<file path="src/autotest_pkg.sv">
// autotest package: SD block layout, field sizes, limits and sequencer state codes
`default_nettype none

package autotest_pkg;

  // SD block geometry
  localparam int BLOCK_BYTES = 512;
  localparam int BYTE_W = 10;
  localparam int ADDR_W = 32;
  localparam logic [ADDR_W-1:0] START_BLOCK = 32'h0000_0100;

  // bytes 0 to 3, byte 0 most significant
  localparam logic [31:0] SIGNATURE = 32'hAABB_CCDD;

  // field sizes, stored little-endian inside the block
  localparam int IN_BYTES = 4;
  localparam int IN_W = 8 * IN_BYTES;
  localparam int OUT_BYTES = 4;
  localparam int OUT_W = 8 * OUT_BYTES;
  localparam int TIME_BYTES = 8;
  localparam int TIME_W = 8 * TIME_BYTES;

  // field offsets, time field follows the result field
  localparam int IN_BASE = 4;
  localparam int EXP_BASE = IN_BASE + IN_BYTES;
  localparam int RES_BASE = EXP_BASE + OUT_BYTES;

  // short limit, keeps simulation quick
  localparam logic [TIME_W-1:0] TIMEOUT_CYCLES = 200;
  localparam int ERR_W = 16;

  // sequencer states
  localparam int STATE_W = 4;
  localparam logic [STATE_W-1:0] ST_WAIT_START = 4'd0;
  localparam logic [STATE_W-1:0] ST_SPI_RST = 4'd1;
  localparam logic [STATE_W-1:0] ST_WAIT_RST = 4'd2;
  localparam logic [STATE_W-1:0] ST_OPEN_READ = 4'd3;
  localparam logic [STATE_W-1:0] ST_READ_BYTE = 4'd4;
  localparam logic [STATE_W-1:0] ST_WAIT_BYTE = 4'd5;
  localparam logic [STATE_W-1:0] ST_CHECK_SIG = 4'd6;
  localparam logic [STATE_W-1:0] ST_RUN = 4'd7;
  localparam logic [STATE_W-1:0] ST_CAPTURE = 4'd8;
  localparam logic [STATE_W-1:0] ST_OPEN_WRITE = 4'd9;
  localparam logic [STATE_W-1:0] ST_SEND_BYTE = 4'd10;
  localparam logic [STATE_W-1:0] ST_WAIT_SEND = 4'd11;
  localparam logic [STATE_W-1:0] ST_NEXT_BLOCK = 4'd12;

endpackage

`default_nettype wire

</file>
<file path="src/autotest_fsm.sv">
// sequencer FSM: block read, UUT run, result write-back, with byte, block and error counters
`timescale 1ns/1ps
`default_nettype none

module autotest_fsm (
  input  logic                             clk,
  input  logic                             rst,
  input  logic                             start_i,
  input  logic                             spi_busy_i,
  input  logic                             sig_ok_i,
  input  logic                             result_bad_i,
  input  logic                             uut_end_i,
  input  logic                             uut_err_i,
  input  logic                             timed_out_i,
  output logic                             spi_rst_o,
  output logic                             spi_r_block_o,
  output logic                             spi_r_byte_o,
  output logic                             spi_w_block_o,
  output logic                             spi_w_byte_o,
  output logic [autotest_pkg::ADDR_W-1:0]  spi_block_addr_o,
  output logic                             uut_rst_o,
  output logic [autotest_pkg::BYTE_W-1:0]  byte_idx_o,
  output logic                             load_byte_o,
  output logic                             buf_we_o,
  output logic                             capture_out_o,
  output logic                             timer_clr_o,
  output logic                             timer_run_o,
  output logic                             send_byte_o,
  output logic [autotest_pkg::ERR_W-1:0]   err_count_o
);

  logic [autotest_pkg::STATE_W-1:0] state_q;
  logic [autotest_pkg::STATE_W-1:0] state_d;
  logic [autotest_pkg::BYTE_W-1:0] byte_idx_q;
  logic [autotest_pkg::ADDR_W-1:0] block_addr_q;
  logic [autotest_pkg::ERR_W-1:0] err_q;
  logic busy_seen_q;
  logic settle_q;
  logic run_err_q;
  logic run_done;
  logic last_read;
  logic write_done;

  assign run_done = uut_end_i | uut_err_i | timed_out_i;
  assign last_read = int'(byte_idx_q) == autotest_pkg::BLOCK_BYTES - 1;
  assign write_done = int'(byte_idx_q) == autotest_pkg::BLOCK_BYTES;

  assign spi_block_addr_o = block_addr_q;
  assign byte_idx_o = byte_idx_q;
  assign err_count_o = err_q;
  // UUT leaves reset only while running
  assign uut_rst_o = state_q != autotest_pkg::ST_RUN;

  always_comb
  begin
    state_d = state_q;
    spi_rst_o = 1'b0;
    spi_r_block_o = 1'b0;
    spi_r_byte_o = 1'b0;
    spi_w_block_o = 1'b0;
    spi_w_byte_o = 1'b0;
    load_byte_o = 1'b0;
    buf_we_o = 1'b0;
    capture_out_o = 1'b0;
    timer_clr_o = 1'b0;
    timer_run_o = 1'b0;
    send_byte_o = 1'b0;
    case (state_q)
      autotest_pkg::ST_WAIT_START:
        if (start_i)
          state_d = autotest_pkg::ST_SPI_RST;
      autotest_pkg::ST_SPI_RST:
      begin
        spi_rst_o = 1'b1;
        if (spi_busy_i)
          state_d = autotest_pkg::ST_WAIT_RST;
      end
      autotest_pkg::ST_WAIT_RST:
        if (!spi_busy_i)
          state_d = autotest_pkg::ST_OPEN_READ;
      autotest_pkg::ST_OPEN_READ:
      begin
        // host answers the open with one busy pulse
        spi_r_block_o = 1'b1;
        if (busy_seen_q && !spi_busy_i)
          state_d = autotest_pkg::ST_READ_BYTE;
      end
      autotest_pkg::ST_READ_BYTE:
      begin
        spi_r_block_o = 1'b1;
        spi_r_byte_o = 1'b1;
        if (spi_busy_i)
          state_d = autotest_pkg::ST_WAIT_BYTE;
      end
      autotest_pkg::ST_WAIT_BYTE:
      begin
        spi_r_block_o = 1'b1;
        if (!spi_busy_i)
        begin
          load_byte_o = 1'b1;
          buf_we_o = 1'b1;
          state_d = last_read ? autotest_pkg::ST_CHECK_SIG : autotest_pkg::ST_READ_BYTE;
        end
      end
      autotest_pkg::ST_CHECK_SIG:
      begin
        timer_clr_o = 1'b1;
        state_d = sig_ok_i ? autotest_pkg::ST_RUN : autotest_pkg::ST_WAIT_START;
      end
      autotest_pkg::ST_RUN:
      begin
        timer_run_o = 1'b1;
        if (run_done)
        begin
          capture_out_o = 1'b1;
          state_d = autotest_pkg::ST_CAPTURE;
        end
      end
      autotest_pkg::ST_CAPTURE:
        state_d = autotest_pkg::ST_OPEN_WRITE;
      autotest_pkg::ST_OPEN_WRITE:
      begin
        spi_w_block_o = 1'b1;
        if (busy_seen_q && !spi_busy_i)
        begin
          send_byte_o = 1'b1;
          state_d = autotest_pkg::ST_SEND_BYTE;
        end
      end
      autotest_pkg::ST_SEND_BYTE:
      begin
        spi_w_block_o = 1'b1;
        spi_w_byte_o = 1'b1;
        if (spi_busy_i)
          state_d = autotest_pkg::ST_WAIT_SEND;
      end
      autotest_pkg::ST_WAIT_SEND:
      begin
        // one settle cycle for the buffer read of the new index
        spi_w_block_o = 1'b1;
        if (settle_q && !spi_busy_i)
        begin
          if (write_done)
            state_d = autotest_pkg::ST_NEXT_BLOCK;
          else
          begin
            send_byte_o = 1'b1;
            state_d = autotest_pkg::ST_SEND_BYTE;
          end
        end
      end
      autotest_pkg::ST_NEXT_BLOCK:
        state_d = autotest_pkg::ST_OPEN_READ;
      default:
        state_d = autotest_pkg::ST_WAIT_START;
    endcase
  end

  always_ff @(posedge clk)
  begin
    if (rst)
    begin
      state_q <= autotest_pkg::ST_WAIT_START;
      byte_idx_q <= '0;
      block_addr_q <= autotest_pkg::START_BLOCK;
      err_q <= '0;
      busy_seen_q <= 1'b0;
      settle_q <= 1'b0;
      run_err_q <= 1'b0;
    end
    else
    begin
      state_q <= state_d;
      // both flags restart on every state change
      busy_seen_q <= (state_d == state_q) & (busy_seen_q | spi_busy_i);
      settle_q <= state_d == state_q;
      case (state_q)
        autotest_pkg::ST_WAIT_START:
          if (start_i)
          begin
            block_addr_q <= autotest_pkg::START_BLOCK;
            err_q <= '0;
          end
        autotest_pkg::ST_OPEN_READ, autotest_pkg::ST_OPEN_WRITE:
          byte_idx_q <= '0;
        autotest_pkg::ST_WAIT_BYTE:
          if (!spi_busy_i)
            byte_idx_q <= byte_idx_q + 1'b1;
        autotest_pkg::ST_RUN:
          if (run_done)
            run_err_q <= uut_err_i;
        autotest_pkg::ST_CAPTURE:
          if (result_bad_i | run_err_q)
            err_q <= err_q + 1'b1;
        autotest_pkg::ST_SEND_BYTE:
          // host has sampled this byte
          if (spi_busy_i)
            byte_idx_q <= byte_idx_q + 1'b1;
        autotest_pkg::ST_NEXT_BLOCK:
          block_addr_q <= block_addr_q + 1'b1;
        default:
          ;
      endcase
    end
  end

endmodule

`default_nettype wire

</file>
<file path="src/autotest_top.sv">
// autotest top: SD-driven test sequencer around a unit under test
`timescale 1ns/1ps
`default_nettype none

module autotest_top (
  input  logic                             clk,
  input  logic                             rst,
  input  logic                             start_i,
  input  logic                             spi_busy_i,
  input  logic [7:0]                       spi_data_out_i,
  output logic [autotest_pkg::ADDR_W-1:0]  spi_block_addr_o,
  output logic                             spi_r_block_o,
  output logic                             spi_r_byte_o,
  output logic                             spi_rst_o,
  output logic                             spi_w_block_o,
  output logic                             spi_w_byte_o,
  output logic [7:0]                       spi_data_in_o,
  output logic                             uut_rst_o,
  output logic [autotest_pkg::IN_W-1:0]    uut_din_o,
  input  logic                             uut_end_i,
  input  logic                             uut_err_i,
  input  logic [autotest_pkg::OUT_W-1:0]   uut_dout_i,
  output logic [autotest_pkg::ERR_W-1:0]   err_count_o
);

  logic [autotest_pkg::BYTE_W-1:0] byte_idx;
  logic load_byte;
  logic buf_we;
  logic capture_out;
  logic timer_clr;
  logic timer_run;
  logic send_byte;
  logic sig_ok;
  logic result_bad;
  logic timed_out;
  logic [7:0] buf_byte;
  logic [autotest_pkg::OUT_W-1:0] result;
  logic [autotest_pkg::TIME_W-1:0] exec_time;

  autotest_fsm u_fsm (
    .clk(clk), .rst(rst), .start_i(start_i), .spi_busy_i(spi_busy_i),
    .sig_ok_i(sig_ok), .result_bad_i(result_bad),
    .uut_end_i(uut_end_i), .uut_err_i(uut_err_i), .timed_out_i(timed_out),
    .spi_rst_o(spi_rst_o), .spi_r_block_o(spi_r_block_o), .spi_r_byte_o(spi_r_byte_o),
    .spi_w_block_o(spi_w_block_o), .spi_w_byte_o(spi_w_byte_o),
    .spi_block_addr_o(spi_block_addr_o), .uut_rst_o(uut_rst_o),
    .byte_idx_o(byte_idx), .load_byte_o(load_byte), .buf_we_o(buf_we),
    .capture_out_o(capture_out), .timer_clr_o(timer_clr), .timer_run_o(timer_run),
    .send_byte_o(send_byte), .err_count_o(err_count_o)
  );

  // copy of the block for write-back
  block_buffer u_buffer (
    .clk(clk), .addr_i(byte_idx), .we_i(buf_we),
    .din_i(spi_data_out_i), .dout_o(buf_byte)
  );

  vector_capture u_capture (
    .clk(clk), .byte_idx_i(byte_idx), .load_byte_i(load_byte), .din_i(spi_data_out_i),
    .capture_out_i(capture_out), .uut_dout_i(uut_dout_i),
    .uut_din_o(uut_din_o), .sig_ok_o(sig_ok), .result_bad_o(result_bad),
    .result_o(result)
  );

  exec_timer u_timer (
    .clk(clk), .clr_i(timer_clr), .run_i(timer_run),
    .exec_time_o(exec_time), .timed_out_o(timed_out)
  );

  result_writer u_writer (
    .clk(clk), .send_i(send_byte), .byte_idx_i(byte_idx), .buf_byte_i(buf_byte),
    .result_i(result), .exec_time_i(exec_time), .spi_data_in_o(spi_data_in_o)
  );

endmodule

`default_nettype wire

</file>
<file path="src/block_buffer.sv">
// block buffer: 512x8 synchronous RAM holding the SD block in flight
`timescale 1ns/1ps
`default_nettype none

module block_buffer (
  input  logic                             clk,
  input  logic [autotest_pkg::BYTE_W-1:0]  addr_i,
  input  logic                             we_i,
  input  logic [7:0]                       din_i,
  output logic [7:0]                       dout_o
);

  logic [7:0] mem [autotest_pkg::BLOCK_BYTES];
  logic [$clog2(autotest_pkg::BLOCK_BYTES)-1:0] word;

  // index 512 past the last byte wraps, its data is never used
  assign word = addr_i[$clog2(autotest_pkg::BLOCK_BYTES)-1:0];

  always_ff @(posedge clk)
  begin
    if (we_i)
      mem[word] <= din_i;
    dout_o <= mem[word];
  end

endmodule

`default_nettype wire

</file>
<file path="src/exec_timer.sv">
// execution timer: 64-bit cycle count of the UUT run with timeout flag
`timescale 1ns/1ps
`default_nettype none

module exec_timer (
  input  logic                             clk,
  input  logic                             clr_i,
  input  logic                             run_i,
  output logic [autotest_pkg::TIME_W-1:0]  exec_time_o,
  output logic                             timed_out_o
);

  logic [autotest_pkg::TIME_W-1:0] count_q;

  always_ff @(posedge clk)
  begin
    if (clr_i)
      count_q <= '0;
    else if (run_i)
      count_q <= count_q + 1'b1;
  end

  assign exec_time_o = count_q;
  // fires so the edge leaving RUN takes the count just past the limit
  assign timed_out_o = count_q >= autotest_pkg::TIMEOUT_CYCLES;

endmodule

`default_nettype wire

</file>
<file path="src/result_writer.sv">
// write-back byte select: UUT result, execution time or the buffered block byte
`timescale 1ns/1ps
`default_nettype none

module result_writer (
  input  logic                             clk,
  input  logic                             send_i,
  input  logic [autotest_pkg::BYTE_W-1:0]  byte_idx_i,
  input  logic [7:0]                       buf_byte_i,
  input  logic [autotest_pkg::OUT_W-1:0]   result_i,
  input  logic [autotest_pkg::TIME_W-1:0]  exec_time_i,
  output logic [7:0]                       spi_data_in_o
);

  logic [7:0] pick;
  int idx;

  assign idx = int'(byte_idx_i);

  always_comb
  begin
    pick = buf_byte_i;
    for (int k = 0; k < autotest_pkg::OUT_BYTES; k++)
      if (idx == autotest_pkg::RES_BASE + k)
        pick = result_i[8*k +: 8];
    // time field sits right after the result field
    for (int k = 0; k < autotest_pkg::TIME_BYTES; k++)
      if (idx == autotest_pkg::RES_BASE + autotest_pkg::OUT_BYTES + k)
        pick = exec_time_i[8*k +: 8];
  end

  always_ff @(posedge clk)
  begin
    if (send_i)
      spi_data_in_o <= pick;
  end

endmodule

`default_nettype wire

</file>
<file path="src/vector_capture.sv">
// vector registers: signature, UUT input, expected and actual result, with checks
`timescale 1ns/1ps
`default_nettype none

module vector_capture (
  input  logic                             clk,
  input  logic [autotest_pkg::BYTE_W-1:0]  byte_idx_i,
  input  logic                             load_byte_i,
  input  logic [7:0]                       din_i,
  input  logic                             capture_out_i,
  input  logic [autotest_pkg::OUT_W-1:0]   uut_dout_i,
  output logic [autotest_pkg::IN_W-1:0]    uut_din_o,
  output logic                             sig_ok_o,
  output logic                             result_bad_o,
  output logic [autotest_pkg::OUT_W-1:0]   result_o
);

  logic [31:0] sig_q;
  logic [autotest_pkg::IN_W-1:0] din_q;
  logic [autotest_pkg::OUT_W-1:0] exp_q;
  logic [autotest_pkg::OUT_W-1:0] res_q;
  int idx;

  assign idx = int'(byte_idx_i);

  always_ff @(posedge clk)
  begin
    if (load_byte_i)
    begin
      // signature fills the bytes ahead of the input field
      for (int k = 0; k < autotest_pkg::IN_BASE; k++)
        if (idx == k)
          sig_q[8*(autotest_pkg::IN_BASE-1-k) +: 8] <= din_i;
      for (int k = 0; k < autotest_pkg::IN_BYTES; k++)
        if (idx == autotest_pkg::IN_BASE + k)
          din_q[8*k +: 8] <= din_i;
      for (int k = 0; k < autotest_pkg::OUT_BYTES; k++)
        if (idx == autotest_pkg::EXP_BASE + k)
          exp_q[8*k +: 8] <= din_i;
    end
    if (capture_out_i)
      res_q <= uut_dout_i;
  end

  assign uut_din_o = din_q;
  assign result_o = res_q;
  assign sig_ok_o = sig_q == autotest_pkg::SIGNATURE;
  assign result_bad_o = exp_q != res_q;

endmodule

`default_nettype wire

</file>
<file path="config.mk">
export PLATFORM = sky130hd
export DESIGN_NAME = autotest_top
export DESIGN_NICKNAME = d
export VERILOG_FILES = /design/src/autotest_pkg.sv /design/src/autotest_fsm.sv /design/src/autotest_top.sv /design/src/block_buffer.sv /design/src/exec_timer.sv /design/src/result_writer.sv /design/src/vector_capture.sv
export SDC_FILE = /design/constraint.sdc
export NUM_CORES = 2
export LEC_CHECK = 0
export BUFFER_PORTS_ARGS = -buffer_cell sky130_fd_sc_hd__buf_2
export CORE_MARGIN = 3
export CORE_UTILIZATION = 65
export CTS_BUF_LIST = sky130_fd_sc_hd__clkbuf_8
export DETAILED_ROUTE_END_ITERATION = 12
export HOLD_SLACK_MARGIN = 0.08
export PLACE_DENSITY = 0.82
export SYNTH_ARGS = -nofsm -noshare
export SYNTH_HDL_FRONTEND = slang
export SYNTH_HIERARCHICAL = 1
export SYNTH_SLANG_ARGS = --single-unit
</file>
<file path="constraint.sdc">
create_clock -name clk -period 4.14 [get_ports clk]
set_input_delay 0.207 -clock clk [delete_from_list [all_inputs] [get_ports clk]]
set_output_delay 0.207 -clock clk [all_outputs]
set_load 0.01 [all_outputs]
</file>
==> metrics.txt <==
pins over their slew limit 0; Max VDD drop 0.000353 V; top cell type by total area after synthesis edfxtp_1; failing checks negative setup slack; Setup CP Type reg -> reg; most used standard cell by instance count after synthesis edfxtp_1; # DRC 0; drt initial violations ~17000; largest family of logic cells by synthesized area multiplexers; R2R setup slack -0.03 ns; XOR/XNOR share of the synthesized area 0.00426; # nets final 9872; Worst-Margin Slew between 1 and 1.5 ns; final hold vios 0; clock skew 0.0937 ns; Compound-Gate Fraction of Synth Area 0.0391; Num Clock Sinks 4369; Cell Area, Synth between 150000 and 200000 sq um; Tmin final 4.17 ns; Crit. End Element flip-flop; die footprint 269000 sq um; sequential fraction of the synthesis area 0.760; root buf cell clkbuf_8; Starting Density 0.656; ranking of synthesized cells by area edfxtp_1 (74%), mux4_2 (11%), mux2i_1 (2.7%); proportion of layout cells with a drive suffix above 1 0.254; hpwl dp 306000 um; Post-Route WL 487000 um; site row count 187; largest net degree at the start of global routing ~160; CP Data Required Time approximately 5.2 ns; Yosys warning count 6; mux contribution to synthesized area 0.137; Post-Synth Adder-Cell Area 0.000439; worst path arrival time 5.26 ns; simple-gate area share of the yosys netlist 0.0421; top cell type's share of synthesized area 0.744; PD cells 428 nW/um^2; syn_nets 8817; Core ar. 260000 sq um; port buffer count 139; Pre-Repair DR Iteration Count 9; via count of the routed design 99200; number of global-route vias before repair 97200; GP Congestion 1.00; P_leak roughly 61 nW; fmax 240 MHz; DR WL/cell approximately 35 um; Worst-Skew Late Latency 1.24 ns; Mapped Avg Cell Area a little under 20 sq um; worst setup margin -0.0335 ns; first-pass GRT wire length 695000 um; initial antenna violation count 28; Final Cycle Share 1.01; Area Overhead vs Synth 13.2%; clk slew on worst S/H paths 0.07 ns; Die Ht 519 um; worst-path fanout max 53; max-cap check violation count 0; post-DR vias/cell 7.15; GR Overflow Total 0; top cells by count, synth edfxtp_1 (4232), mux4_2 (824), nor2_1 (682), mux2i_1 (454), clkbuf_1 (227); Tot GR Track Use 0.360; CP Launch Type flip-flop; endpoints failing setup 4; Ports 140; Yosys cell types 97; Post-synth EDFFs around 4200; die width 519 um; status complete, but fails checks; Num CTS Buffers roughly 650; final core occ 0.743; asr flop ratio synth 0; top_reg_cell synth edfxtp_1; TritonCTS clock tree yes; setup TNS -0.0853 ns; Max transition margin 0.116; Routed Antenna Nets 0; Clock Path Buffers 4; worst hold path type in -> reg; Yosys reg bits between 4000 and 5000; H-tree depth 6; Synth Instances 8765
## cells in the final DEF, fill, tap and decap left out, types with 145 or more instances in the layout
cell type     n
edfxtp_1   4232
mux4_2      824
clkbuf_8    677
nor2_1      673
buf_4       601
mux2i_1     454
inv_1       232
nand2_1     197
a22oi_1     182
clkinv_1    145
## cell families after synthesis
family,Yosys count
buf+inv,563
flops,4369
xor+xnor,83
fa+ha+maj,6
mux,1311
compound gates,956
simple gates,1477
## report_power, final
| part | total, mW | switching, mW | internal (mW) |
|---|---|---|---|
| clock | 33.3 | 16.9 | 16.4 |
| combinational | 1.03 | 0.846 | 0.183 |
| sequential | 48.5 | 0.00821 | 48.5 |
| total | 82.8 | 17.7 | 65.0 |
## final timing paths
path | startpoint | to | depth (start not counted)
worst min register to register | u_fsm/err_count_o[14] | u_fsm/err_count_o[14] | 2
worst min-delay path | spi_data_out_i[2] | u_buffer/mem[446][2] | 2
worst max-delay path | u_fsm/byte_idx_o[0] | u_buffer/dout_o[4] | 9
worst max register to register | u_fsm/byte_idx_o[0] | u_buffer/dout_o[4] | 9
## worst max-delay path, cell delays in order (launching register included)
cell,delay (ns)
dfxtp_4,0.58
buf_12,0.23
buf_16,0.33
mux4_2,0.57
mux2i_1,0.37
o22ai_1,0.33
or4_1,0.65
nor4_2,0.50
buf_4,0.27
nand4_1,0.10
## registers in the layout, indices dropped and copies added (netlist names)
name	flops
u_capture/uut_din_o	32
u_fsm/busy_seen_q	1
u_writer/spi_data_in_o	8
u_capture/result_o	32
u_fsm/byte_idx_o	10
u_fsm/state_q	4
u_fsm/run_err_q	1
u_buffer/mem	4096
u_capture/exp_q	32
u_timer/exec_time_o	64
u_fsm/err_count_o	16
u_buffer/dout_o	8
u_capture/sig_q	32
u_fsm/spi_block_addr_o	32
u_fsm/settle_q	1
## per-stage QoR
| stage | std cells | cell area (sq um) | power (mW) | hold WS, ns | worst slack [ns] |
|---|---|---|---|---|---|
| after global placement | 12600 | 180000 | 50.3 | 0.387 | -0.611 |
| after detailed placement | 12600 | 180000 | 50.3 | 0.385 | -0.712 |
| final | 13900 | 193000 | 82.8 | 0.120 | -0.0335 |
| after CTS | 13800 | 193000 | 82.8 | 0.0801 | 0.00742 |
| after floorplan | 8765 | 171000 | 49.5 | 0.306 | 0.988 |
| after global routing | 13800 | 193000 | 84.8 | 0.147 | -0.0476 |
## routing by layer
metal	wire length (um)	vias up	global-route usage
li1	-	38500	-
met1	156000	49600	0.477
met2	220000	9278	0.530
met3	77700	1754	0.125
met4	33000	14	0.199
met5	106	-	0.00124
## what timing repair did
action                                 in CTS  in global routing
pin swaps                                   0                  1
endpoints found under the hold margin    4098                  0
buffers inserted                            4                  0
hold buffers                               91                  0
setup endpoints to repair                   4                  7
gates resized for setup                     7                 19
## area by class of cell
type,instances,area [sq um]
repair buffers,931,8190
diodes,22,55.1
flip-flops and latches,4369,130000
clock buffers,677,9320
inverters,33,129
fillers,13400,67000
well taps,3496,4370
clock inverters,500,2900
multi-input cells,3833,38600
Note: power is estimated with default switching activity, not from simulation.
